$ cat src/mem_defs.svh
`ifndef MEM_DEFS_SVH
`define MEM_DEFS_SVH

////////////////////
// Data path sizes
////////////////////

// Width of one memory word in bits
`define MEM_DATA_WIDTH 32

// Word index bits, 1024 words of RAM
`define MEM_WORD_BITS 10

////////////////////
// Address map
////////////////////

// Low address bits that fall inside the RAM window (4 KiB)
`define MEM_WIN_BITS 12

// Data region base after reset
`define MEM_BASE_RESET 32'h0001_0000

`endif

$ cat src/riscv_ctrl_pkg.sv
`default_nettype none

package riscv_ctrl_pkg;

    ////////////////////
    // Instruction class
    ////////////////////

    typedef enum logic [1:0] {
        NONE  = 2'd0,   // No memory access
        LOAD  = 2'd1,
        STORE = 2'd2
    } inst_class_t;

    ////////////////////
    // Memory sub-operation
    ////////////////////

    // Unsigned variants only matter for loads
    // On stores UBYTE and UHALF write like BYTE and HALF
    typedef enum logic [2:0] {
        BYTE  = 3'd0,   // Sign extended on load
        HALF  = 3'd1,   // Sign extended on load
        WORD  = 3'd2,
        UBYTE = 3'd3,   // Zero extended on load
        UHALF = 3'd4    // Zero extended on load
    } mem_op_t;

endpackage

`default_nettype wire

$ cat src/mem_bus_pkg.sv
`default_nettype none

`include "mem_defs.svh"

package mem_bus_pkg;

    // One enable per byte lane
    typedef logic [`MEM_DATA_WIDTH/8-1:0] byte_en_t;

    // A word seen as its byte lanes, lane 0 is the lowest address
    typedef logic [`MEM_DATA_WIDTH/8-1:0][7:0] lane_data_t;

    ////////////////////
    // Config registers
    ////////////////////

    typedef enum logic [1:0] {
        CFG_BASE       = 2'd0,  // RAM window base
        CFG_CTRL       = 2'd1,  // Bit 0 is strict alignment
        CFG_FAULT_CNT  = 2'd2,  // Write clears
        CFG_FAULT_ADDR = 2'd3   // Read only
    } cfg_reg_t;

endpackage

`default_nettype wire

$ cat src/load_extender.sv
`default_nettype none

`include "mem_defs.svh"

module load_extender (
    input  logic                        clk,
    input  logic                        rst_n,
    input  logic                        load_go,
    input  logic [1:0]                  load_off,
    input  riscv_ctrl_pkg::mem_op_t     load_op,
    input  mem_bus_pkg::lane_data_t     rdata,
    output logic [`MEM_DATA_WIDTH-1:0]  load_data,
    output logic                        load_valid
);

    logic                        pend_valid;   // RAM read in progress
    logic [1:0]                  pend_off;
    riscv_ctrl_pkg::mem_op_t     pend_op;
    logic [7:0]                  sel_byte;
    logic [15:0]                 sel_half;
    logic [`MEM_DATA_WIDTH-1:0]  ext_data;

    ////////////////////
    // Load context
    ////////////////////

    always_ff @(posedge clk or negedge rst_n) begin
        if (!rst_n) begin
            pend_valid <= 1'b0;
            load_valid <= 1'b0;
        end else begin
            pend_valid <= load_go;
            load_valid <= pend_valid;
        end
    end

    always_ff @(posedge clk) begin
        if (load_go) begin
            pend_off <= load_off;
            pend_op  <= load_op;
        end
        if (pend_valid) begin
            load_data <= ext_data;   // Holds until the next load
        end
    end

    ////////////////////
    // Lane select and extension
    ////////////////////

    assign sel_byte = rdata[pend_off];
    assign sel_half = pend_off[1] ? {rdata[3], rdata[2]} : {rdata[1], rdata[0]};

    always_comb begin
        case (pend_op)
            riscv_ctrl_pkg::BYTE:  ext_data = {{(`MEM_DATA_WIDTH-8){sel_byte[7]}}, sel_byte};
            riscv_ctrl_pkg::UBYTE: ext_data = {{(`MEM_DATA_WIDTH-8){1'b0}}, sel_byte};
            riscv_ctrl_pkg::HALF:  ext_data = {{(`MEM_DATA_WIDTH-16){sel_half[15]}}, sel_half};
            riscv_ctrl_pkg::UHALF: ext_data = {{(`MEM_DATA_WIDTH-16){1'b0}}, sel_half};
            default:               ext_data = rdata;
        endcase
    end

endmodule

`default_nettype wire

$ cat config.mk
export PLATFORM = sky130hd
export DESIGN_NAME = load_extender
export DESIGN_NICKNAME = d
export VERILOG_FILES = /design/src/riscv_ctrl_pkg.sv /design/src/mem_bus_pkg.sv /design/src/load_extender.sv
export VERILOG_INCLUDE_DIRS = /design/src
export SDC_FILE = /design/constraint.sdc
export NUM_CORES = 1
export LEC_CHECK = 0
export ABC_AREA = 1
export BUFFER_PORTS_ARGS = -buffer_cell sky130_fd_sc_hd__buf_2
export CORE_ASPECT_RATIO = 0.8
export CORE_MARGIN = 4
export CORE_UTILIZATION = 51
export DETAILED_ROUTE_END_ITERATION = 10
export PLACE_DENSITY = 0.78
export REMOVE_ABC_BUFFERS = 1
export SKIP_CTS_REPAIR_TIMING = 1
export SLEW_MARGIN = 25
export SYNTH_ARGS = -nofsm -noshare
export SYNTH_HDL_FRONTEND = slang
export SYNTH_SLANG_ARGS = --single-unit
$ cat constraint.sdc
create_clock -name clk -period 1.77 [get_ports clk]
set_clock_uncertainty 0.2 [all_clocks]
set_input_delay 0.0885 -clock clk [delete_from_list [all_inputs] [get_ports clk]]
set_output_delay 0.0885 -clock clk [all_outputs]
set_load 0.05 [all_outputs]
Word level (Yosys, flattened, before mapping):

Index checks and enable logic that the tools add are counted.

* memory bits (writable): 0
* memories: 0
* logic and storage cells: 14
* latch bits: 0
* flip-flop bits (word level): 39
* bits of input ports: 40
* memory bits (read-only): 0

* order comparisons: 1
* reduce and logical (&&, ||, !) cells: 1
* shift-type cells: 0
* add/subtract/negate cells: 0
* mux-type cells: 4
* multipliers: 0
* bitwise operators: 0
* eq/ne operators: 3
* divide/modulo/power cells: 0

Operator list (number)
* 32-bit one-hot mux with 4 select lines: 1
* 8-bit binary-select mux with 2-bit select: 1
* 16-bit 2-to-1 mux: 1
* 8-bit 2-to-1 mux: 1
* 3-bit by 1-bit equality test with 1-bit output (second input constant): 1
* 3-bit by 2-bit equality test with 1-bit output (second input constant): 1
* 3-bit equality test (second input constant): 1
* 3-bit zero test: 1
* 2-bit by 3-bit less-than comparator with 1-bit output (second input constant): 1

Logic depth before layout (Yosys ltp):

* depth after elaboration: 3
* gate-level depth with buffers: 8
* mapped depth without buffers: 6

Worst setup path before layout:

Ideal clock, no wire load.

* kind: reg2reg
* start point: register pend_valid
* end point: register load_data[0] (enable)
* stages on the path, launching flop included: 1
* data arrival time: 949 ps
* clock period less this slack: 1538 ps
* library setup time: 389 ps
* path slack: 232 ps
* data required time: 1181 ps
* path buffers: 0
* cell sequence: dfrtp_1

RTL lines
* start, declared: line load_extender.sv:16 `logic pend_valid;`
* start signal, assigned: line load_extender.sv:32 `pend_valid <= load_go;`
* end signal, assigned: line load_extender.sv:43 `load_data <= ext_data;`
* end, declared: line load_extender.sv:12 `` output logic [`MEM_DATA_WIDTH-1:0] load_data, ``

No word-level cell between the ends.

Worst setup path after layout:

* start point: register pend_off[1]
* end point: register load_data[29] (data pin)

* word-level cells in the longest chain between the ends: 3
* elaborated cells between the ends (all ways): 4
* those cells by class: 4 x mux

RTL lines
* start, declared: line load_extender.sv:17 `logic [1:0] pend_off;`
* start signal, assigned: line load_extender.sv:39 `pend_off <= load_off;`
* 8-bit binary-select mux with 2-bit select: line load_extender.sv:51 `assign sel_byte = rdata[pend_off];`
* 8-bit 2-to-1 mux (implied by the code): line load_extender.sv:51
* 32-bit one-hot mux with 4 select lines *: line load_extender.sv:55 `case (pend_op)`
* net ext_data[29]: line load_extender.sv:21 `` logic [`MEM_DATA_WIDTH-1:0] ext_data; ``

The timed path passes the listed nets; every way through them passes the cells marked *. The select of a mux whose other input is x is not followed.
A chain may end at the register's enable or synchronous reset.

==> key figures <==
Run status
  – Status: finished, final reports clean

Die
  – Boundary Pins: 73
  – Die W: 83.18 µm
  – Rows: 21
  – Core box area: 4283 µm²
  – Full die area: 5668 µm²
  – Die Height: 68.14 µm
  – Starting density of the core: 53.84%

Setup path
  – Critical path endpoint category: flop
  – CP arrival: 1.52 ns
  – Worst path slowest cell: edfxtp_1
  – Worst Path Buf+Inv: 2
  – Reg-to-Reg End: load_data[29]
  – FF-to-FF Start: pend_off[1]
  – Critical path type: flop to flop
  – CP delay by family, top: flip-flops
  – Reg-to-reg setup timing slack: 0.09 ns
  – CP dominant cell by count: nand2_1
  – Worst Reg-to-Reg Cells: 7
  – Crit-path cells: inv_2 > nand2_1 > nand2_1 > nand2_1 > nand3_2 > buf_12 > nand3_1
  – Slowest cell delay on critical path: 0.48 ns
  – Worst Path Required: 1.60 ns
  – Worst Path Max Fanout: 24
  – CP startpoint kind: flop

Cells and area
  – Share of post-route cells with drive strength above 1: 31.03%
  – Final core occ: 76.86%
  – Layout Cells excl Fill: 447
  – Final nets: 429
  – Layout area overhead: 42.76%
  – N_diodes: 0

Detailed routing
  – DR iter-0 viols: 207
  – Drt via density: 5.000
  – Post-route ant nets: 0
  – Wire length per cell: 13.80 µm
  – Vias: 2,235
  – Drt first pass iters: 4
  – Wirelength, routed: 6170 µm
  – Residual DRC: 0

STA
  – Relative slew slack: 70.25%
  – Final period util: 95.15%
  – Fin. Hold Viols: 0
  – Fmax: 593.8 MHz
  – Setup violations, final: 0
  – Post-layout minimum cycle time: 1.684 ns
  – Pins Over Slew Limit: 0
  – Final worst setup slack: 0.08589 ns
  – Slew @ Worst Pin: 0.4453 ns

Clock tree
  – Worst skew pair latency: 0.29 ns
  – CTS root buf: clkbuf_8
  – CTS max path bufs: 2
  – Num CTS Buffers: 5
  – Clk pin slew, worst setup/hold paths: 0.07 ns
  – CTS HTree Levels: 2
  – CTS tree: built
  – Clk sinks: 39

Synthesis
  – Register area share after synthesis: 50.35%
  – Synth warnings: 0
  – Mean Syn Cell Area: 8.509 µm²
  – Top-area cell type share of the netlist area: 48.18%
  – Post-Syn Area: 2306 µm²
  – Main area contributors after synthesis: edfxtp_1, nand2_1, nand3_2
  – Post-synthesis cell count: 271
  – Yosys cell types: 18
  – Synth Register Bits: 39
  – Area leader, netlist: edfxtp_1

Placement
  – Cells after DPL: 399
  – PortBufs: 72
  – Final Wtd Congestion: 0.8201
  – DP HPWL: 3901 µm
  – Pre-CTS setup slack: -0.1210 ns

GRT
  – Largest net degree at the start of global routing: 33
  – Gr usage total: 20.32%
  – Global route overflow: 0
  – Vias in the first global route: 1,996
  – Global-route wire length before repair: 9025 µm
  – Initial antenna violation count: 0

Worst hold path
  – Min-Delay Path Class: flop to flop
  – WHS Path Cells: 0
  – Hold Path End: load_valid
  – Hold path start: pend_valid

Power
  – Power per cell area: 812.7 nW/µm²
  – VDD IR max: 0.5628 mV
  – Leakage: 0.001736 µW

Run
  – MaxCap Viol Count: 0
[kinds of logic (layout without fill, tap and decap cells)]
logic type,count (synthesis),after routing,share of synthesized area (%)
flops,39,39,50.35
compound gates,8,8,1.899
simple gates,175,175,37.28
buf+inv,49,168,10.47
[power breakdown]
group          leakage [µW]  total (µW)  internal, µW  switching, µW
Clock             0.0000556         738           413            325
Combinational       0.00128         802           285            518
Sequential         0.000402        1140          1110           26.8
[layer usage]
layer	global-route usage, %	wire, µm
met3	5.776	449
met5	0	0
met4	6.531	115
met2	34.80	2975
met1	25.32	2629
[how the worst max path moves through the flow]
stage / start / endpoint / slack [ns] / cells after the start
CTS: pend_off[1] / load_data[29] / -0.14 / 5
global route: pend_off[1] / load_data[29] / -0.0006 / 7
global placement: pend_off[1] / load_data[19] / -0.05 / 5
detailed placement: pend_off[1] / load_data[29] / -0.12 / 5
finish: pend_off[1] / load_data[29] / 0.09 / 7
floorplan: pend_off[1] / load_data[11] / -0.38 / 5
[synth_stat cells]
cell type / instances
nand2_1: 111
edfxtp_1: 37
nand3_1: 37
inv_1: 33
nand3_2: 22
o21ai_0: 7
buf_6: 5
buf_4: 4
buf_2: 3
nand2_2: 3
dfrtp_1: 2
a21oi_2: 1
clkbuf_1: 1
clkbuf_2: 1
clkinv_1: 1
inv_2: 1
nand4_2: 1
nor2_2: 1
[placed cells by master (no fill, tap or decap), types with 2 or more instances in the layout]
master         count
dlygate4sd3_1     40
clkinv_1           2
dfrtp_1            2
clkbuf_8           5
o21ai_0            7
nand3_1           37
buf_2             72
edfxtp_1          37
buf_4             10
nand2_1          111
nand2_2            2
nand3_2           22
buf_12             3
inv_1             33
[stage by stage]
step | power (µW) | hold slack (ns) | area [µm²] | setup TNS, ns
6_report | 2675 | 0.2382 | 3292 | 0
5_1_grt | 2794 | 0.2570 | 3292 | -0.0005899
4_1_cts | 2610 | -0.6438 | 2870 | -1.458
3_5_place_dp | 1875 | -0.3240 | 2763 | -1.129
3_3_place_gp | 1857 | -0.3262 | 2763 | -0.4435
2_1_floorplan | 1643 | -0.4071 | 2196 | -8.702
[state kept, by name, summed over array words and instances, names as in the netlist]
name,count
load_data,32
load_valid,1
pend_off,2
pend_op,3
pend_valid,1
[cell type report]
type                       count  area [µm²]
multi-input combinational    183       924.6
fill                         295       991.0
inverter                      35       131.4
sequential                    39        1161
clock inverter                 3       38.79
timing repair buffer         125       895.9
tap                           57       71.32
clock buffer                   5       68.82
(Power assumes the default switching activity.)
