<file path="src/mem_defs.svh">
`ifndef MEM_DEFS_SVH
`define MEM_DEFS_SVH

////////////////////
// Data path sizes
////////////////////

// Width of one memory word in bits
`define MEM_DATA_WIDTH 32

// Word index bits, 1024 words of RAM
`define MEM_WORD_BITS 10

////////////////////
// Address map
////////////////////

// Low address bits that fall inside the RAM window (4 KiB)
`define MEM_WIN_BITS 12

// Data region base after reset
`define MEM_BASE_RESET 32'h0001_0000

`endif

</file>
<file path="src/riscv_ctrl_pkg.sv">
`default_nettype none

package riscv_ctrl_pkg;

    ////////////////////
    // Instruction class
    ////////////////////

    typedef enum logic [1:0] {
        NONE  = 2'd0,   // No memory access
        LOAD  = 2'd1,
        STORE = 2'd2
    } inst_class_t;

    ////////////////////
    // Memory sub-operation
    ////////////////////

    // Unsigned variants only matter for loads
    // On stores UBYTE and UHALF write like BYTE and HALF
    typedef enum logic [2:0] {
        BYTE  = 3'd0,   // Sign extended on load
        HALF  = 3'd1,   // Sign extended on load
        WORD  = 3'd2,
        UBYTE = 3'd3,   // Zero extended on load
        UHALF = 3'd4    // Zero extended on load
    } mem_op_t;

endpackage

`default_nettype wire

</file>
<file path="src/mem_bus_pkg.sv">
`default_nettype none

`include "mem_defs.svh"

package mem_bus_pkg;

    // One enable per byte lane
    typedef logic [`MEM_DATA_WIDTH/8-1:0] byte_en_t;

    // A word seen as its byte lanes, lane 0 is the lowest address
    typedef logic [`MEM_DATA_WIDTH/8-1:0][7:0] lane_data_t;

    ////////////////////
    // Config registers
    ////////////////////

    typedef enum logic [1:0] {
        CFG_BASE       = 2'd0,  // RAM window base
        CFG_CTRL       = 2'd1,  // Bit 0 is strict alignment
        CFG_FAULT_CNT  = 2'd2,  // Write clears
        CFG_FAULT_ADDR = 2'd3   // Read only
    } cfg_reg_t;

endpackage

`default_nettype wire

</file>
<file path="src/access_aligner.sv">
`default_nettype none

`include "mem_defs.svh"

module access_aligner (
    input  logic                         mem_en,
    input  riscv_ctrl_pkg::inst_class_t  inst_class,
    input  riscv_ctrl_pkg::mem_op_t      mem_op,
    input  logic [31:0]                  addr,
    input  logic [`MEM_DATA_WIDTH-1:0]   wdata,
    input  logic [31:0]                  win_base,
    input  logic                         strict_align,
    output logic [`MEM_WORD_BITS-1:0]    word_idx,
    output mem_bus_pkg::byte_en_t        byte_en,
    output mem_bus_pkg::lane_data_t      lane_wdata,
    output logic                         load_go,
    output logic [1:0]                   load_off,
    output riscv_ctrl_pkg::mem_op_t      load_op,
    output logic                         fault_now
);

    logic is_half;     // HALF or UHALF
    logic is_word;     // WORD and any unknown encoding
    logic is_access;
    logic in_win;
    logic misalign;
    logic legal;
    logic [1:0] off;   // Offset after natural alignment

    ////////////////////
    // Access size decode
    ////////////////////

    always_comb begin
        is_half = 1'b0;
        is_word = 1'b0;
        case (mem_op)
            riscv_ctrl_pkg::BYTE,
            riscv_ctrl_pkg::UBYTE: ;
            riscv_ctrl_pkg::HALF,
            riscv_ctrl_pkg::UHALF: is_half = 1'b1;
            default:               is_word = 1'b1;
        endcase
    end

    ////////////////////
    // Fault decision
    ////////////////////

    assign is_access = mem_en && (inst_class == riscv_ctrl_pkg::LOAD ||
                                  inst_class == riscv_ctrl_pkg::STORE);

    // Upper bits must match the window base
    assign in_win = (addr[31:`MEM_WIN_BITS] == win_base[31:`MEM_WIN_BITS]);

    assign misalign = (is_half && addr[0]) || (is_word && (addr[1:0] != 2'b00));

    assign fault_now = is_access && (!in_win || (strict_align && misalign));
    assign legal     = is_access && !fault_now;

    // Relaxed mode drops the low bits down to natural alignment
    assign off = is_word ? 2'b00 : is_half ? {addr[1], 1'b0} : addr[1:0];

    assign word_idx = addr[`MEM_WORD_BITS+1:2];

    ////////////////////
    // Store lanes
    ////////////////////

    always_comb begin
        byte_en    = '0;
        lane_wdata = wdata;                                  // Word store as is
        if (is_half) begin
            lane_wdata = {2{wdata[15:0]}};                   // Half in both halves
        end else if (!is_word) begin
            lane_wdata = {4{wdata[7:0]}};                    // Byte in every lane
        end
        if (legal && inst_class == riscv_ctrl_pkg::STORE) begin
            if (is_word) begin
                byte_en = 4'b1111;
            end else if (is_half) begin
                byte_en = 4'b0011 << off;
            end else begin
                byte_en = 4'b0001 << off;
            end
        end
    end

    // Load context for the extender
    assign load_go  = legal && (inst_class == riscv_ctrl_pkg::LOAD);
    assign load_off = off;
    assign load_op  = mem_op;

endmodule

`default_nettype wire

</file>
<file path="config.mk">
export PLATFORM = sky130hd
export DESIGN_NAME = access_aligner
export DESIGN_NICKNAME = d
export VERILOG_FILES = /design/src/riscv_ctrl_pkg.sv /design/src/mem_bus_pkg.sv /design/src/access_aligner.sv
export VERILOG_INCLUDE_DIRS = /design/src
export SDC_FILE = /design/constraint.sdc
export NUM_CORES = 1
export LEC_CHECK = 0
export BUFFER_PORTS_ARGS = -buffer_cell sky130_fd_sc_hd__buf_2
export CORE_UTILIZATION = 34
export DETAILED_ROUTE_END_ITERATION = 7
export PLACE_DENSITY = 0.86
export SYNTH_ARGS = -nofsm -noshare
export SYNTH_HDL_FRONTEND = slang
export SYNTH_SLANG_ARGS = --single-unit
</file>
<file path="constraint.sdc">
create_clock -name vclk -period 1.5
set_input_delay 0.075 -clock vclk [all_inputs]
set_output_delay 0.075 -clock vclk [all_outputs]
set_load 0.01 [all_outputs]
</file>
Word-level counts from Yosys, hierarchy flattened
Index checks and enable logic that the tools add are counted.

Register bits after elaboration: 0. Bits of input ports: 103. Output and inout port bits: 53.

Equal/unequal tests: 6. Shifts and indexed selects: 2. Multiplexer cells: 9. Reductions and logical operators: 17.

Operators by type and width (count): 32-bit 2-to-1 mux (2); 20-bit equality test (1); 4-bit 2-to-1 mux (3); 1-bit logical AND (8); 4-bit OR reduction (1); 1-bit by 2-bit left shift with 4-bit output (first input constant) (1); 2-bit by 2-bit left shift with 4-bit output (first input constant) (1); 3-bit by 1-bit equality test with 1-bit output (second input constant) (1); 3-bit by 2-bit equality test with 1-bit output (second input constant) (1); 3-bit equality test (second input constant) (1); 3-bit zero test (1); 1-bit logical OR (3); 1-bit 2-to-1 mux (3); 2-bit by 1-bit equality test with 1-bit output (second input constant) (1); 2-bit equality test (second input constant) (1); 1-bit zero test (2); 2-bit 2-to-1 mux (1); 2-bit nonzero test (1); 2-bit OR reduction (1).

Logic depth before layout (Yosys ltp)
Gate-level depths: netlist of the first run.

Depth in word-level cells: 12. Gate-level depth with buffers: 6.

Least setup slack after synthesis of the first run
OpenSTA, ideal clock, no wires.

Path kind: input-to-output. From: input inst_class[0]. To: output byte_en[1]. Data arrival time: 1291 ps. Required time: 1425 ps. Path slack: 134 ps. Stages: 6. Cells stage by stage: inv_1 -> ha_1 -> nor2b_1 -> and2_1 -> o2111ai_4 -> nor4_1.

Cells in the longest elaborated chain, start to end: 8.

Ends and longest elaborated chain: start, declared (line access_aligner.sv:7) `input riscv_ctrl_pkg::inst_class_t inst_class,`; 2-bit by 1-bit equality test with 1-bit output / 2-bit equality test (equally long branches) (line access_aligner.sv:50, access_aligner.sv:51, access_aligner.sv:78); 1-bit logical OR (line access_aligner.sv:50) `assign is_access = mem_en && (inst_class == riscv_ctrl_pkg::LOAD ||`; 1-bit logical AND (line access_aligner.sv:50); 1-bit logical AND (line access_aligner.sv:58) `assign fault_now = is_access && (!in_win || (strict_align && misalign));`; 1-bit zero test (line access_aligner.sv:59) `assign legal = is_access && !fault_now;`; 1-bit logical AND (line access_aligner.sv:59); 1-bit logical AND * (line access_aligner.sv:78) `if (legal && inst_class == riscv_ctrl_pkg::STORE) begin`; 4-bit 2-to-1 mux * (line access_aligner.sv:78); end, declared (line access_aligner.sv:14) `output mem_bus_pkg::byte_en_t byte_en,`.

Every way passes the cells marked *; elsewhere a longest branch is shown, timed or not.

Worst setup path in the final report of the first run
Ends and elaborated chain as after synthesis.

==> results of run 1 <==
==> per-layer routing <==
layer | wire (um) | vias to the layer above
met1 | 1464 | 706
met3 | 301 | 0
li1 | - | 780
met4 | 0 | 0
met2 | 2010 | 88
met5 | 0 | -
==> path summary, 6_finish.rpt <==
check	from	to	depth (start not counted)
worst max-delay path	inst_class[0]	byte_en[1]	8
worst min-delay path	addr[5]	word_idx[3]	0
==> stage by stage <==
step	total power [mW]	TNS (ns)	worst slack (ns)
after floorplan	0.3490	0	0.1339
after global placement	0.5507	-0.02895	-0.01588
after detailed placement	0.5616	-0.09011	-0.05012
after global routing	0.6328	-0.08672	-0.04169
after CTS	0.5658	0	0.004654
final	0.5754	0	0.08045
==> cell type report <==
| type | count | area, um2 | share of cell area |
|---|---|---|---|
| multi-input combinational | 131 | 1027 | 0.5643 |
| tap | 46 | 57.56 | 0.03162 |
| timing repair buffer | 131 | 716.9 | 0.3938 |
| inverter | 5 | 18.77 | 0.01031 |
==> power breakdown <==
| part | internal [mW] | switching (mW) | total (mW) |
|---|---|---|---|
| clock | 0 | 0 | 0 |
| sequential | 0 | 0 | 0 |
| combinational | 0.291 | 0.285 | 0.575 |
| total | 0.291 | 0.285 | 0.575 |
==> kinds of logic after synthesis <==
logic type / count (synthesis) / synth area share
compound gates: 51 / 0.2848
simple gates: 40 / 0.1940
buf+inv: 34 / 0.1857
xor+xnor: 21 / 0.1579
mux: 17 / 0.1569
fa+ha+maj: 2 / 0.02064
==> placed cells by master (no fill, tap or decap) <==
| cell | count |
|---|---|
| or2_1 | 1 |
| buf_6 | 3 |
| inv_1 | 4 |
| nor2_4 | 1 |
| and2_4 | 2 |
| o211ai_1 | 1 |
| o21ai_0 | 12 |
| ha_1 | 2 |
| nor2b_2 | 1 |
| nor3_1 | 1 |
| o21bai_1 | 8 |
| o21ai_2 | 1 |
| nor4_4 | 2 |
| buf_2 | 121 |
| o31a_1 | 1 |
| mux2i_2 | 1 |
| nor4_2 | 5 |
| a21o_1 | 1 |
| buf_12 | 2 |
| o22ai_1 | 8 |
| nor4_1 | 3 |
| o2111ai_4 | 1 |
| nor2_1 | 9 |
| clkinv_1 | 1 |
| xor2_2 | 1 |
| or2_2 | 1 |
| buf_4 | 5 |
| nor2_2 | 1 |
| xor2_1 | 20 |
| a22o_1 | 8 |
| a21oi_1 | 10 |
| mux2_2 | 16 |
| nand2_1 | 13 |
==> what timing repair did <==
item	4_1_cts	5_1_grt
endpoints found under the setup margin	2	6
pin swaps	0	10
resized for setup	3	9
==> results.toml, run 1 <==
[clock_network]
cts_setup_buffers = 0
hold_buffers = 0

[die]
ioPinCount = 156
rows = 21
start_util = 0.3605
die_area_um2 = 3809
core_um2 = 3363
die_width_um = 61.72
die_y_um = 61.72

[sta]
hold_violations = 0
period_minus_slack_ns = 1.420
finalSetupViolations = 0
rsz0062_at_grt = "yes"
fmaxAchievable_ghz = 0.7044
fin_hold_ws_ns = 0.1500
relSlewSlack = 0.7332
timing.final.crit_share = 0.9464
worst_pin_slew_ns = 0.3998
drv_slew = 0

[power_and_ir_drop]
power_leakage_nw = 0.9079
ir_worst_vdd_mv = 0.1337
power.density_nw_per_um2 = 316.1

[cells_and_area]
final_cell_area_um2 = 1821
n_fill_cell = 355
diodes = 0
final_util = 0.5413
seq_cells = 0
drive_above_1_share = 0.6142
layout.cells.non_filler = 313
clkbuf_count = 0
area_growth_pct = 50.16
seqCellArea_um2 = 0
fin_nets = 374

[worst_setup_path]
cpMostUsedCell = "buf_2"
required_ns = 1.42
startpoint_type = "input port"
crit_family = "simple AND/OR/NAND/NOR gates"
cp.arrival_ns = 1.34
critPathMaxFanout = 4
cp.buffers_inverters = 3
critPathMaxStageDelay_ns = 0.29
critPathSlowestCell = "ha_1"
end_kind = "output port"
critPathKind = "input port to output port"
crit_path_cell_trace = "buf_2 > inv_1 > ha_1 > nor2b_2 > and2_4 > o2111ai_4 > nor4_2 > buf_2"

[grt]
top_usage_layer = "met2"
use_met2 = 0.3702
grt_pass1_vias = 1286
grt_max_degree = 29
grt_util_all_layers = 0.1705
antenna_found_initial = 0
grtUsageMet1 = 0.1868
met3_usage = 0.01035
grt_overflow_total = 0
grt_pass1_wl_um = 5106

[logic_synthesis]
synth_area_um2 = 1212
yosysSeqAreaShare = 0
syn_area_per_cell_um2 = 7.348
synth.distinct_cells = 33
synth_most_common_cell = "buf_4"
synth_nets = 270
synth_area_leaders = "mux2_2 (15%), xor2_1 (14%), buf_4 (13%)"
ys.warnings.count = 0
yosysTopAreaCellShare = 0.1486
synth.largest_area_cell = "mux2_2"
synthTopCellsByCount = "buf_4 (21), xor2_1 (20), mux2_2 (16)"
synthCells = 165

[place]
placedCellCount = 313
io_buffers = 124
place_area_um2 = 1762
dp_hpwl_um = 3063
gp_congestion = 0.7698

[hold_path]
hp-class = "input port to output port"

[job]
cap_viol_max_count = 0

[route]
viasPerCell = 5.029
wl_um = 3776
vias = 1574
ant_nets = 0
drc = 0
drtIter0Drc = 69
first_pass_iters = 4
wl_per_cell_um = 12.06

[status]
status = "completed"
(Power assumes the default switching activity.)
==> run 2, diff against run 1 <==
--- a/config.mk
+++ b/config.mk
@@ -7,6 +7,7 @@
 export NUM_CORES = 1
 export LEC_CHECK = 0
 export BUFFER_PORTS_ARGS = -buffer_cell sky130_fd_sc_hd__buf_2
+export CORE_ASPECT_RATIO = 0.7
 export CORE_UTILIZATION = 34
 export DETAILED_ROUTE_END_ITERATION = 7
 export PLACE_DENSITY = 0.86
==> run 2 against run 1 <==
Against the previous run:
- die area up 0.10%
- total power up 0.66%
- global-route usage up 2.4 points
- worst setup slack worse by 0.052 ns
==> results.toml, run 2 (synthesis gave the netlist of run 1 again) <==
[status]
status = "completed"

[power_and_ir_drop]
power.density_nw_per_um2 = 316.2
total_power_mw = 0.5792
ir_worst_vdd_mv = 0.1576
power_leakage_nw = 0.9098

[route]
drtIter0Drc = 56
drc = 0
vias = 1547
ant_nets = 0
first_pass_iters = 4
viasPerCell = 4.896
wl_um = 3854
wl_per_cell_um = 12.20

[worst_setup_path]
required_ns = 1.42
critPathKind = "input port to output port"
cp.arrival_ns = 1.40
critPathMaxFanout = 6
end_kind = "output port"
startpoint_type = "input port"

[sta]
worst_pin_slew_ns = 0.4329
finalWorstSetupSlack_ns = 0.02850
fmaxAchievable_ghz = 0.6796
relSlewSlack = 0.7111
hold_violations = 0
drv_slew = 0
fin_hold_ws_ns = 0.1500
finalSetupViolations = 0
period_minus_slack_ns = 1.471
timing.final.crit_share = 0.9810

[die]
core_um2 = 3276
die_width_um = 73.38
start_util = 0.3701
rows = 17
ioPinCount = 156
die_y_um = 51.96
die_area_um2 = 3813

[cells_and_area]
multiInputGateArea_um2 = 1051
n_fill_cell = 325
final_common_cell = "buf_2"
diodes = 0
seq_cells = 0
fin_nets = 376
final_cell_area_um2 = 1832
area_growth_pct = 51.08
clkbuf_count = 0
drive_above_1_share = 0.6283
seqCellArea_um2 = 0
final_cell_mix = "buf_2 (123), xor2_1 (20), mux2_2 (16)"

[grt]
grt_pass1_wl_um = 5920
grt_util_all_layers = 0.1950
antenna_found_initial = 0
grt_pass1_vias = 1358
grt_max_degree = 23
grt_overflow_total = 0

[place]
io_buffers = 124
gp_congestion = 0.8100
place_area_um2 = 1765
dp_hpwl_um = 3143
dpl_worst_slack_ns = -0.07927

[job]
cap_viol_max_count = 0

[clock_network]
hold_buffers = 0

[hold_path]
hp-class = "input port to output port"
run 2: changes by cell type in the layout (fill, tap and decap cells not counted):
cell / change
nor4_1: -2
nand2_1: -1
buf_2: +2
buf_12: -1
nor4_2: +2
clkbuf_4: +1
buf_4: +3
nand2_2: +1
buf_6: -3
mux2i_2: -1
mux2i_4: +1
run 2: stage by stage:
stage                     TNS (ns)  utilization  instances
after CTS                        0       0.5401        316
after global routing       -0.2252       0.5592        316
after global placement     -0.8640       0.5390        316
after detailed placement   -0.3679       0.5390        316
final                            0       0.5592        316
after floorplan                  0            -        165
run 2: repair_timing:
item	in CTS	in global routing
hold endpoints to repair	0	0
gates resized for setup	1	13
setup buffers	0	0
endpoints found under the setup margin	14	15
pin swaps	0	5
run 2: power by group:
part	internal [mW]	total [mW]	switching, mW
Clock	0	0	0
Sequential	0	0	0
Combinational	0.290	0.579	0.289
Total	0.290	0.579	0.289
run 2: path summary, 6_finish.rpt:
kind    startpoint     endpoint  depth (start not counted)
max   win_base[23]      load_go                          6
min        addr[6]  word_idx[4]                          0
run 2: worst max-delay path, cell delays in order:
cell and delay [ns]:
buf_2 0.10, xor2_1 0.16, nor4_2 0.37, o21ai_2 0.20, nor4_2 0.31, buf_2 0.18
run 2: area by class of cell:
cell class	instances	area share
Multi-Input combinational cell	131	0.5738
Timing Repair Buffer	133	0.3839
Tap cell	47	0.03210
Inverter	5	0.01025
run 2: per-layer routing:
layer	routed length, um	GRT usage	part of all wire
met1	1772	0.2767	0.46
met2	1831	0.3426	0.48
met3	249	0.01357	0.065
met4	2	0	0.00052
met5	0	0	0
