===== src/mem_defs.svh =====
`ifndef MEM_DEFS_SVH
`define MEM_DEFS_SVH

////////////////////
// Data path sizes
////////////////////

// Width of one memory word in bits
`define MEM_DATA_WIDTH 32

// Word index bits, 1024 words of RAM
`define MEM_WORD_BITS 10

////////////////////
// Address map
////////////////////

// Low address bits that fall inside the RAM window (4 KiB)
`define MEM_WIN_BITS 12

// Data region base after reset
`define MEM_BASE_RESET 32'h0001_0000

`endif


===== src/mem_bus_pkg.sv =====
`default_nettype none

`include "mem_defs.svh"

package mem_bus_pkg;

    // One enable per byte lane
    typedef logic [`MEM_DATA_WIDTH/8-1:0] byte_en_t;

    // A word seen as its byte lanes, lane 0 is the lowest address
    typedef logic [`MEM_DATA_WIDTH/8-1:0][7:0] lane_data_t;

    ////////////////////
    // Config registers
    ////////////////////

    typedef enum logic [1:0] {
        CFG_BASE       = 2'd0,  // RAM window base
        CFG_CTRL       = 2'd1,  // Bit 0 is strict alignment
        CFG_FAULT_CNT  = 2'd2,  // Write clears
        CFG_FAULT_ADDR = 2'd3   // Read only
    } cfg_reg_t;

endpackage

`default_nettype wire


===== src/mem_cfg_regs.sv =====
`default_nettype none

`include "mem_defs.svh"

module mem_cfg_regs (
    input  logic                   clk,
    input  logic                   rst_n,
    input  logic                   cfg_we,
    input  mem_bus_pkg::cfg_reg_t  cfg_addr,
    input  logic [31:0]            cfg_wdata,
    input  logic                   fault_now,
    input  logic [31:0]            addr,
    output logic [31:0]            cfg_rdata,
    output logic [31:0]            win_base,
    output logic                   strict_align,
    output logic                   fault
);

    logic [31:0] fault_cnt;
    logic [31:0] fault_addr;
    logic        fault_pend;   // Fault seen at the access edge
    logic        cnt_clear;

    assign cnt_clear = cfg_we && (cfg_addr == mem_bus_pkg::CFG_FAULT_CNT);

    ////////////////////
    // Control registers
    ////////////////////

    always_ff @(posedge clk or negedge rst_n) begin
        if (!rst_n) begin
            win_base     <= `MEM_BASE_RESET;
            strict_align <= 1'b1;
        end else if (cfg_we) begin
            case (cfg_addr)
                mem_bus_pkg::CFG_BASE: win_base     <= cfg_wdata;
                mem_bus_pkg::CFG_CTRL: strict_align <= cfg_wdata[0];
                default: ;                            // Status writes handled below
            endcase
        end
    end

    ////////////////////
    // Fault status
    ////////////////////

    always_ff @(posedge clk or negedge rst_n) begin
        if (!rst_n) begin
            fault_pend <= 1'b0;
            fault      <= 1'b0;
            fault_cnt  <= '0;
            fault_addr <= '0;
        end else begin
            fault_pend <= fault_now;
            fault      <= fault_pend;                 // One cycle pulse, in step with load_valid
            if (cnt_clear) begin
                fault_cnt <= {31'd0, fault_now};      // A fault in the clear cycle still counts
            end else if (fault_now && fault_cnt != '1) begin
                fault_cnt <= fault_cnt + 32'd1;       // Saturates at all ones
            end
            if (fault_now) begin
                fault_addr <= addr;
            end
        end
    end

    // Read mux
    always_comb begin
        case (cfg_addr)
            mem_bus_pkg::CFG_BASE:      cfg_rdata = win_base;
            mem_bus_pkg::CFG_CTRL:      cfg_rdata = {31'd0, strict_align};
            mem_bus_pkg::CFG_FAULT_CNT: cfg_rdata = fault_cnt;
            default:                    cfg_rdata = fault_addr;
        endcase
    end

endmodule

`default_nettype wire


===== config.mk =====
export PLATFORM = sky130hd
export DESIGN_NAME = mem_cfg_regs
export DESIGN_NICKNAME = d
export VERILOG_FILES = /design/src/mem_bus_pkg.sv /design/src/mem_cfg_regs.sv
export VERILOG_INCLUDE_DIRS = /design/src
export SDC_FILE = /design/constraint.sdc
export NUM_CORES = 1
export LEC_CHECK = 0
export BUFFER_PORTS_ARGS = -buffer_cell sky130_fd_sc_hd__buf_4
export CAP_MARGIN = 40
export CORE_MARGIN = 5
export CORE_UTILIZATION = 30
export DETAILED_ROUTE_END_ITERATION = 7
export PLACE_DENSITY = 0.54
export SLEW_MARGIN = 0
export SYNTH_ARGS = -nofsm -noshare
export SYNTH_HDL_FRONTEND = slang
export SYNTH_SLANG_ARGS = --single-unit

===== constraint.sdc =====
create_clock -name clk -period 3.9 [get_ports clk]
set_clock_uncertainty 0.1 [all_clocks]
set_input_delay 0.39 -clock clk [delete_from_list [all_inputs] [get_ports clk]]
set_output_delay 0.39 -clock clk [all_outputs]
set_load 0.02 [all_outputs]

### Yosys cells after proc, flatten, opt, wreduce, memory -nomap -nowiden

Index checks and enable logic that the tools add are counted.

* multiplexer cells: 3
* $add $sub $neg: 1
* equality and inequality tests: 3
* reductions and logical operators: 6

Operators with widths (count)
* case mux 32 bit (3 select lines): 1
* two-way mux 32 bit: 2
* adder 32 x 1 -> 32 bit (second input constant): 1
* inequality test 32 bit (second input constant): 1
* AND reduction 2 bit: 2
* equality test 2 x 1 -> 1 bit (second input constant): 1
* equality test 2 bit (second input constant): 1
* logical AND 1 bit: 2
* logical NOT 2 bit: 1
* nonzero test 2 bit: 1

* input port bits: 70
* logic and storage cells: 19
* bits in registers: 99

### Depth between registers and ports, before layout

Gate-level depths: netlist of the first run.

* depth in word-level cells: 4
* depth in mapped cells: 7
* depth with buffers taken out: 6

### Least setup slack after synthesis of the first run

No wires, ideal clock.

* path type: input to output
* from: in cfg_addr[0]
* to: out cfg_rdata[11]
* arrival: 1.670 ns
* buffers on the path: 2
* slack: 1.740 ns
* stages: 4
* cells stage by stage: clkbuf_1 buf_1 mux2_2 a22o_1

* longest elaborated chain between the ends: 2

RTL lines
* start, declared: RTL line mem_cfg_regs.sv:9 `input mem_bus_pkg::cfg_reg_t cfg_addr,`
* equality test 2 bit, or another cell as far along: RTL line mem_cfg_regs.sv:69 `case (cfg_addr)`
* case mux 32 bit (3 select lines) (*): RTL line mem_cfg_regs.sv:69
* end, declared: RTL line mem_cfg_regs.sv:13 `output logic [31:0] cfg_rdata,`

Mark *: on every way between the ends. The rest lies on a longest branch, timed or not.

### Worst setup path after layout of the first run

* from: reg fault_cnt[28]
* to: reg fault_cnt[10]

* longest elaborated chain between the ends: 3

RTL lines
* start, declared: RTL line mem_cfg_regs.sv:19 `logic [31:0] fault_cnt;`
* start signal, assigned: RTL line mem_cfg_regs.sv:57 `fault_cnt <= {31'd0, fault_now};`
* start signal, assigned: RTL line mem_cfg_regs.sv:59 `fault_cnt <= fault_cnt + 32'd1;`
* inequality test 32 bit: RTL line mem_cfg_regs.sv:58 `end else if (fault_now && fault_cnt != '1) begin`
* logical AND 1 bit: RTL line mem_cfg_regs.sv:58
* nonzero test 2 bit (no line)

No other way between the ends.
A chain may end at the register's enable or synchronous reset.

==> flow_summary.toml, run 1 <==
[power]
netSwitchingFraction_pct = 28.7
pwr_density_cell_mw_per_mm2 = 422
power.switching_uw = 780
p_clk_share_pct = 31.0
p_comb_share_pct = 23.7
p_int_uw = 1940
pwr-share-seq_pct = 45.3
power_leakage_uw = 0.00285
vdd_drop_max_mv = 0.212

[worst_setup_path]
worst-endpoint-required_ns = 4.07
path_class = "reg -> reg"
crit_slowest_cell = "or4_1"
slowest_delay_ns = 0.73
crit_family = "simple AND/OR/NAND/NOR gates"
cp_data_arrival_time_ns = 2.43
cp_cell_sequence = "nand3_1 > or4_1 > o21ai_4 > o21ai_0 > a21oi_1"
worst-path-max-fanout = 15
cp.buffers_inverters = 0
cp-start-kind = "register"
end_kind = "register"

[logic_synthesis]
synth_most_common_cell = "dfrtp_1"
yosysWarnings = 0
async_flop_share_pct = 100
synth_top_area_cell = "dfrtp_1"
synth_top_area_share_pct = 49.3
synth_xor_area_share_pct = 0.890
synth_area_mm2 = 0.00492
ys_types = 42
synth-simple-area-share_pct = 11.7
ys_top_cells_by_count = "97 x dfrtp_1, 94 x mux2_2, 31 x a22o_1"
synth-compound-area-share_pct = 12.6
syn_inst = 415
muxShareOfSynthArea_pct = 22.0
ys_top_cells_by_area = "dfrtp_1 49%, mux2_2 22%, a22o_1 5.5%"
syn-num-nets = 486
synthFlopType = "dfrtp_1"
synth_enable_flop_cells = 0
synth_top_family_by_area = "multiplexers"
yosys.area_share.adder_pct = 0.254
ys_seq_elements = 99
yosysSeqAreaShare_pct = 50.4
syn_area_per_cell_um2 = 11.9

[finish]
layout-drive-gt1-share_pct = 47.5
final_cell_count_no_fill = 763
diodes = 0
nNetsFinal = 613
area_growth_pct = 30.9

[timing]
rsz0062_at_grt = "no"
setup_viol = 0
tns_ns = 0
fmax_mhz = 441
worst_pin_slew_ns = 0.587
period_needed_ns = 2.27
period_share_pct = 58.1
drv_slew = 0
slew_headroom_pct = 60.9
hold_viol_final = 0

[die]
dieArea_mm2 = 0.0191
ios = 136
die_x_um = 138
core_area_mm2 = 0.0160
die_y_um = 138
start_util_pct = 30.8
rows = 46

[detailed_routing]
via_per_inst = 5.12
ant_nets = 0
dr.first_iter.drc_count = 196
wl_per_cell_um = 18.3
drt_pass1_iterations = 4
drt_wl_total_um = 14000
drc = 0
via_count = 3910

[clock_network]
cts_htree_levels = 3
cts_sinks = 99
clkTransAtPathRegs_ns = 0.07
cts_root_buf = "clkbuf_16"
cts_buffer_depth = 2
post_cts_buffers = 0
worst_skew_pair.late_latency_ns = 0.34
cts-buffers-inserted = 9
cts_tree = "yes"

[global_routing]
grt_first_pass_wirelength_um = 22600
antenna_found_initial = 0
grt_pass1_vias = 4125
track_usage_pct = 14.6
grt_overflow = 0
grt_max_degree = 46

[placed_design]
dpl.hpwl_um = 10300
dpl.cell_count = 746
finalWeightedCongestion = 0.770
port_buffers = 135

[status]
status = "complete, no violations"

[min_path]
min_path_type = "in -> reg"

[job]
drv_cap = 0
==> timing repair <==
| item | 4_1_cts | 5_1_grt |
|---|---|---|
| endpoints found under the hold margin | 24 | 0 |
| hold buffers | 1 | 0 |
| resized for setup | 0 | 0 |
==> cell usage in the layout (no fill, tap or decap), types with 3 or more instances in the layout <==
cell,instances
a21oi_1,17
a22o_1,31
a31oi_1,3
and3_1,9
and4_1,4
buf_4,139
clkbuf_1,3
clkbuf_16,9
dfrtp_1,97
inv_1,3
mux2_2,94
nand2_1,24
nand3_1,12
nand3b_1,3
nand4_1,8
nor2_1,11
o211ai_1,5
o21ai_0,17
o31ai_1,3
or3_1,13
or4_1,9
xor2_1,3
==> metrics by stage <==
step | instance area (µm²) | utilization [%] | total power [µW] | hold WS [ns] | setup slack, ns
5_1_grt | 6440 | 40.3 | 2840 | 0.164 | 1.38
3_5_place_dp | 6160 | 38.5 | 1900 | 0.230 | 1.50
4_1_cts | 6440 | 40.3 | 2760 | 0.163 | 1.63
2_1_floorplan | 4920 | - | 1590 | -0.00559 | 1.74
3_3_place_gp | 6140 | 38.4 | 1890 | 0.227 | 1.54
6_report | 6440 | 40.3 | 2720 | 0.172 | 1.63
==> per-layer routing <==
metal,vias to the layer above,share of wire (%),GRT usage (%)
met5,-,0,0
met4,0,1.8,5.25
met3,15,5.9,3.45
met2,110,47,23.2
met1,1959,45,19.4
li1,1826,-,-
==> sequential cells by signal (all words and copies together), names as in the netlist <==
name / cells
fault: 1
fault_pend: 1
fault_addr: 32
fault_cnt: 32
strict_align: 1
win_base: 32
==> power groups by stage <==
stage	clock [µW]	combinational, µW	sequential [µW]
floorplan	0	278	1310
global placement	0	645	1240
detailed placement	0	653	1250
CTS	868	656	1230
global route	903	690	1250
finish	842	644	1230
==> worst reg2reg max path, stage by stage (launching register included) <==
cell and delay [ns]:
dfrtp_1 0.47, nand3_1 0.17, or4_1 0.73, o21ai_4 0.43, o21ai_0 0.15, a21oi_1 0.15
==> final timing paths <==
| kind | startpoint | endpoint | slack [ns] | cells past startpoint |
|---|---|---|---|---|
| hold / removal | cfg_wdata[20] | win_base[20]$_DFFE_PN0P_ | 0.17 | 2 |
| hold reg to reg | fault_pend$_DFF_PN0_ | fault$_DFF_PN0_ | 0.25 | 0 |
| min in group asynchronous | rst_n | win_base[4]$_DFFE_PN0P_ | 0.41 | 2 |
| setup reg to reg | fault_cnt[28]$_DFFE_PN0P_ | fault_cnt[10]$_DFFE_PN0P_ | 1.63 | 5 |
| max in group asynchronous | rst_n | fault_cnt[24]$_DFFE_PN0P_ | 2.37 | 3 |
| setup / recovery | fault_cnt[28]$_DFFE_PN0P_ | fault_cnt[10]$_DFFE_PN0P_ | 1.63 | 5 |
==> cell families (layout without fill, tap and decap cells) <==
group,Yosys count,count (layout)
and+or+nand+nor,102,102
DFF,99,99
muxes,95,95
AOI/OAI and AO/OA,85,85
buffers and inverters,28,160
xor gates and xnor gates,5,5
adders and majority gates,1,1
==> final cells by class <==
cell class,count,area [µm²]
fillers,1627,9560
well taps,216,270
repair buffers,141,1070
inverters,3,11.3
clock inverters,2,10.0
flip-flops and latches,99,2480
multi-input cells,288,2340
clock buffers,14,264
Power figures use the tool's default switching activity.
==> run 2, diff against run 1 <==
--- a/config.mk
+++ b/config.mk
@@ -11,7 +11,7 @@
 export CORE_MARGIN = 5
 export CORE_UTILIZATION = 30
 export DETAILED_ROUTE_END_ITERATION = 7
-export PLACE_DENSITY = 0.54
+export PLACE_DENSITY = 0.56
 export SLEW_MARGIN = 0
 export SYNTH_ARGS = -nofsm -noshare
 export SYNTH_HDL_FRONTEND = slang
==> constraint.sdc (replaced) <==
create_clock -name clk -period 2 [get_ports clk]
set_clock_uncertainty 0.1 [all_clocks]
set_input_delay 0.2 -clock clk [delete_from_list [all_inputs] [get_ports clk]]
set_output_delay 0.2 -clock clk [all_outputs]
set_load 0.02 [all_outputs]
==> run 2 against run 1 <==
Final area up 18%. Critical path depth up 2. Maximum frequency up 16%. Total power up 100%. Register-to-register slack worse by 1.6 ns. Sequential power up 95%. Sequential share of layout area down 5.7 points. Critical path type unchanged. Critical endpoint is now fault_cnt[26]$_DFFE_PN0P_.
==> flow_summary.toml, run 2 (synthesis results as in run 1) <==
[finish]
final_common_cell = "buf_4"
final_cell_mix = "187 x buf_4, 94 x mux2_2, 94 x dfrtp_1"
area_growth_pct = 53.9
nNetsFinal = 729
layout-drive-gt1-share_pct = 49.9
diodes = 0
largest_registers = "fault_addr (32), fault_cnt (32), win_base (32)"

[global_routing]
antenna_found_initial = 0
grt_max_degree = 40
grt_overflow = 0
track_usage_pct = 15.7
grt_pass1_vias = 4593
grt_first_pass_wirelength_um = 24500

[placed_design]
finalWeightedCongestion = 0.788
dpl.hpwl_um = 11000
port_buffers = 135

[worst_setup_path]
crit_family = "simple AND/OR/NAND/NOR gates"
cp.buffers_inverters = 1
end_kind = "register"
worst-path-max-fanout = 4
startpoint = "fault_cnt[1]$_DFFE_PN0P_"
worst-endpoint-required_ns = 2.18
cp-start-kind = "register"
cp_data_arrival_time_ns = 2.14
slowest_delay_ns = 0.38
path_class = "reg -> reg"
crit_slowest_cell = "dfrtp_1"
timing.rr.start = "fault_cnt[1]$_DFFE_PN0P_"
cp_cell_sequence = "ha_2 > and4_4 > and3_4 > nand4_1 > buf_4 > or3_1 > a21oi_2"

[status]
status = "complete, no violations"

[timing]
slew_headroom_pct = 70.7
fmax_mhz = 510
setup_viol = 0
tns_ns = 0
period_share_pct = 98.1
hold_viol_final = 0
hold_ws_ns = 0.159
worst_pin_slew_ns = 0.439
drv_slew = 0
period_needed_ns = 1.96
rsz0062_at_grt = "yes"

[clock_network]
cts_sinks = 99
cts_root_buf = "clkbuf_16"
cts_htree_levels = 3
cts-buffers-inserted = 9
cts_tree = "yes"
clkTransAtPathRegs_ns = 0.07
worst_skew_pair.late_latency_ns = 0.35
cts_buffer_depth = 2

[detailed_routing]
drt_wl_total_um = 15200
drt_pass1_iterations = 4
dr.first_iter.drc_count = 242
via_per_inst = 4.99
via_count = 4382
wl_per_cell_um = 17.3
ant_nets = 0
drc = 0

[die]
core_area_mm2 = 0.0160
die_y_um = 138
start_util_pct = 30.8
dieArea_mm2 = 0.0191
ios = 136
rows = 46
die_x_um = 138

[min_path]
min_path_type = "in -> reg"
min_from = "cfg_we"

[power]
vdd_drop_max_mv = 0.450
pwr_density_cell_mw_per_mm2 = 726
power_leakage_uw = 0.00340

[job]
drv_cap = 0
==> run 2: layout make-up <==
cell class / count / area [µm²]
tap: 216 / 270
clock inverter: 7 / 45.0
multi-input combinational: 288 / 2400
timing repair buffer: 257 / 2150
clock buffer: 9 / 225
sequential: 99 / 2480
inverter: 3 / 11.3
fill: 1498 / 8420
==> run 2: worst reg2reg max path: stages, from the launching register on <==
cell     delay (ns)
dfrtp_1        0.38
ha_2           0.20
and4_4         0.25
and3_4         0.22
nand4_1        0.12
buf_4          0.17
or3_1          0.32
a21oi_2        0.14
==> run 2: path summary, 6_finish.rpt <==
path,slack [ns],endpoint,cells past startpoint
worst max register to register,0.04,fault_cnt[26]$_DFFE_PN0P_,7
worst max-delay path,0.04,fault_cnt[26]$_DFFE_PN0P_,7
worst min register to register,0.25,fault$_DFF_PN0_,0
min in group asynchronous,0.23,win_base[13]$_DFFE_PN0P_,2
worst min-delay path,0.16,strict_align$_DFFE_PN1P_,3
max in group asynchronous,0.91,strict_align$_DFFE_PN1P_,3
==> run 2: layer usage <==
metal | up-vias | part of all wire (%) | track usage [%]
met5 | - | 0 | 0
met4 | 0 | 1.5 | 5.56
met3 | 11 | 5.1 | 2.90
met2 | 104 | 50 | 26.3
met1 | 2214 | 43 | 20.4
li1 | 2053 | - | -
==> run 2: power breakdown <==
group | switching (µW) | leakage [µW] | internal (µW)
combinational | 691 | 0.00206 | 782
clock | 796 | 0.000123 | 837
sequential | 168 | 0.00122 | 2230
total | 1650 | 0.00340 | 3850
==> run 2: timing repair <==
| action | in CTS | in global routing |
|---|---|---|
| hold buffers | 65 | 0 |
| pin swaps | 0 | 7 |
| setup endpoints to repair | 16 | 20 |
| gates resized for setup | 2 | 19 |
| cloned | 0 | 0 |
| buffers inserted | 0 | 3 |
| hold endpoints to repair | 90 | 0 |
==> run 2: per-stage QoR <==
step	setup WS [ns]	cells	cell area [µm²]	power [µW]	util, %
final	0.0382	879	7580	5500	47.4
after CTS	-0.0112	876	7480	5550	46.8
after floorplan	0.0421	415	4920	3090	-
after global routing	-0.0508	879	7580	5750	47.4
after global placement	-0.0140	795	6560	3760	41.0
after detailed placement	-0.0572	795	6560	3790	41.0
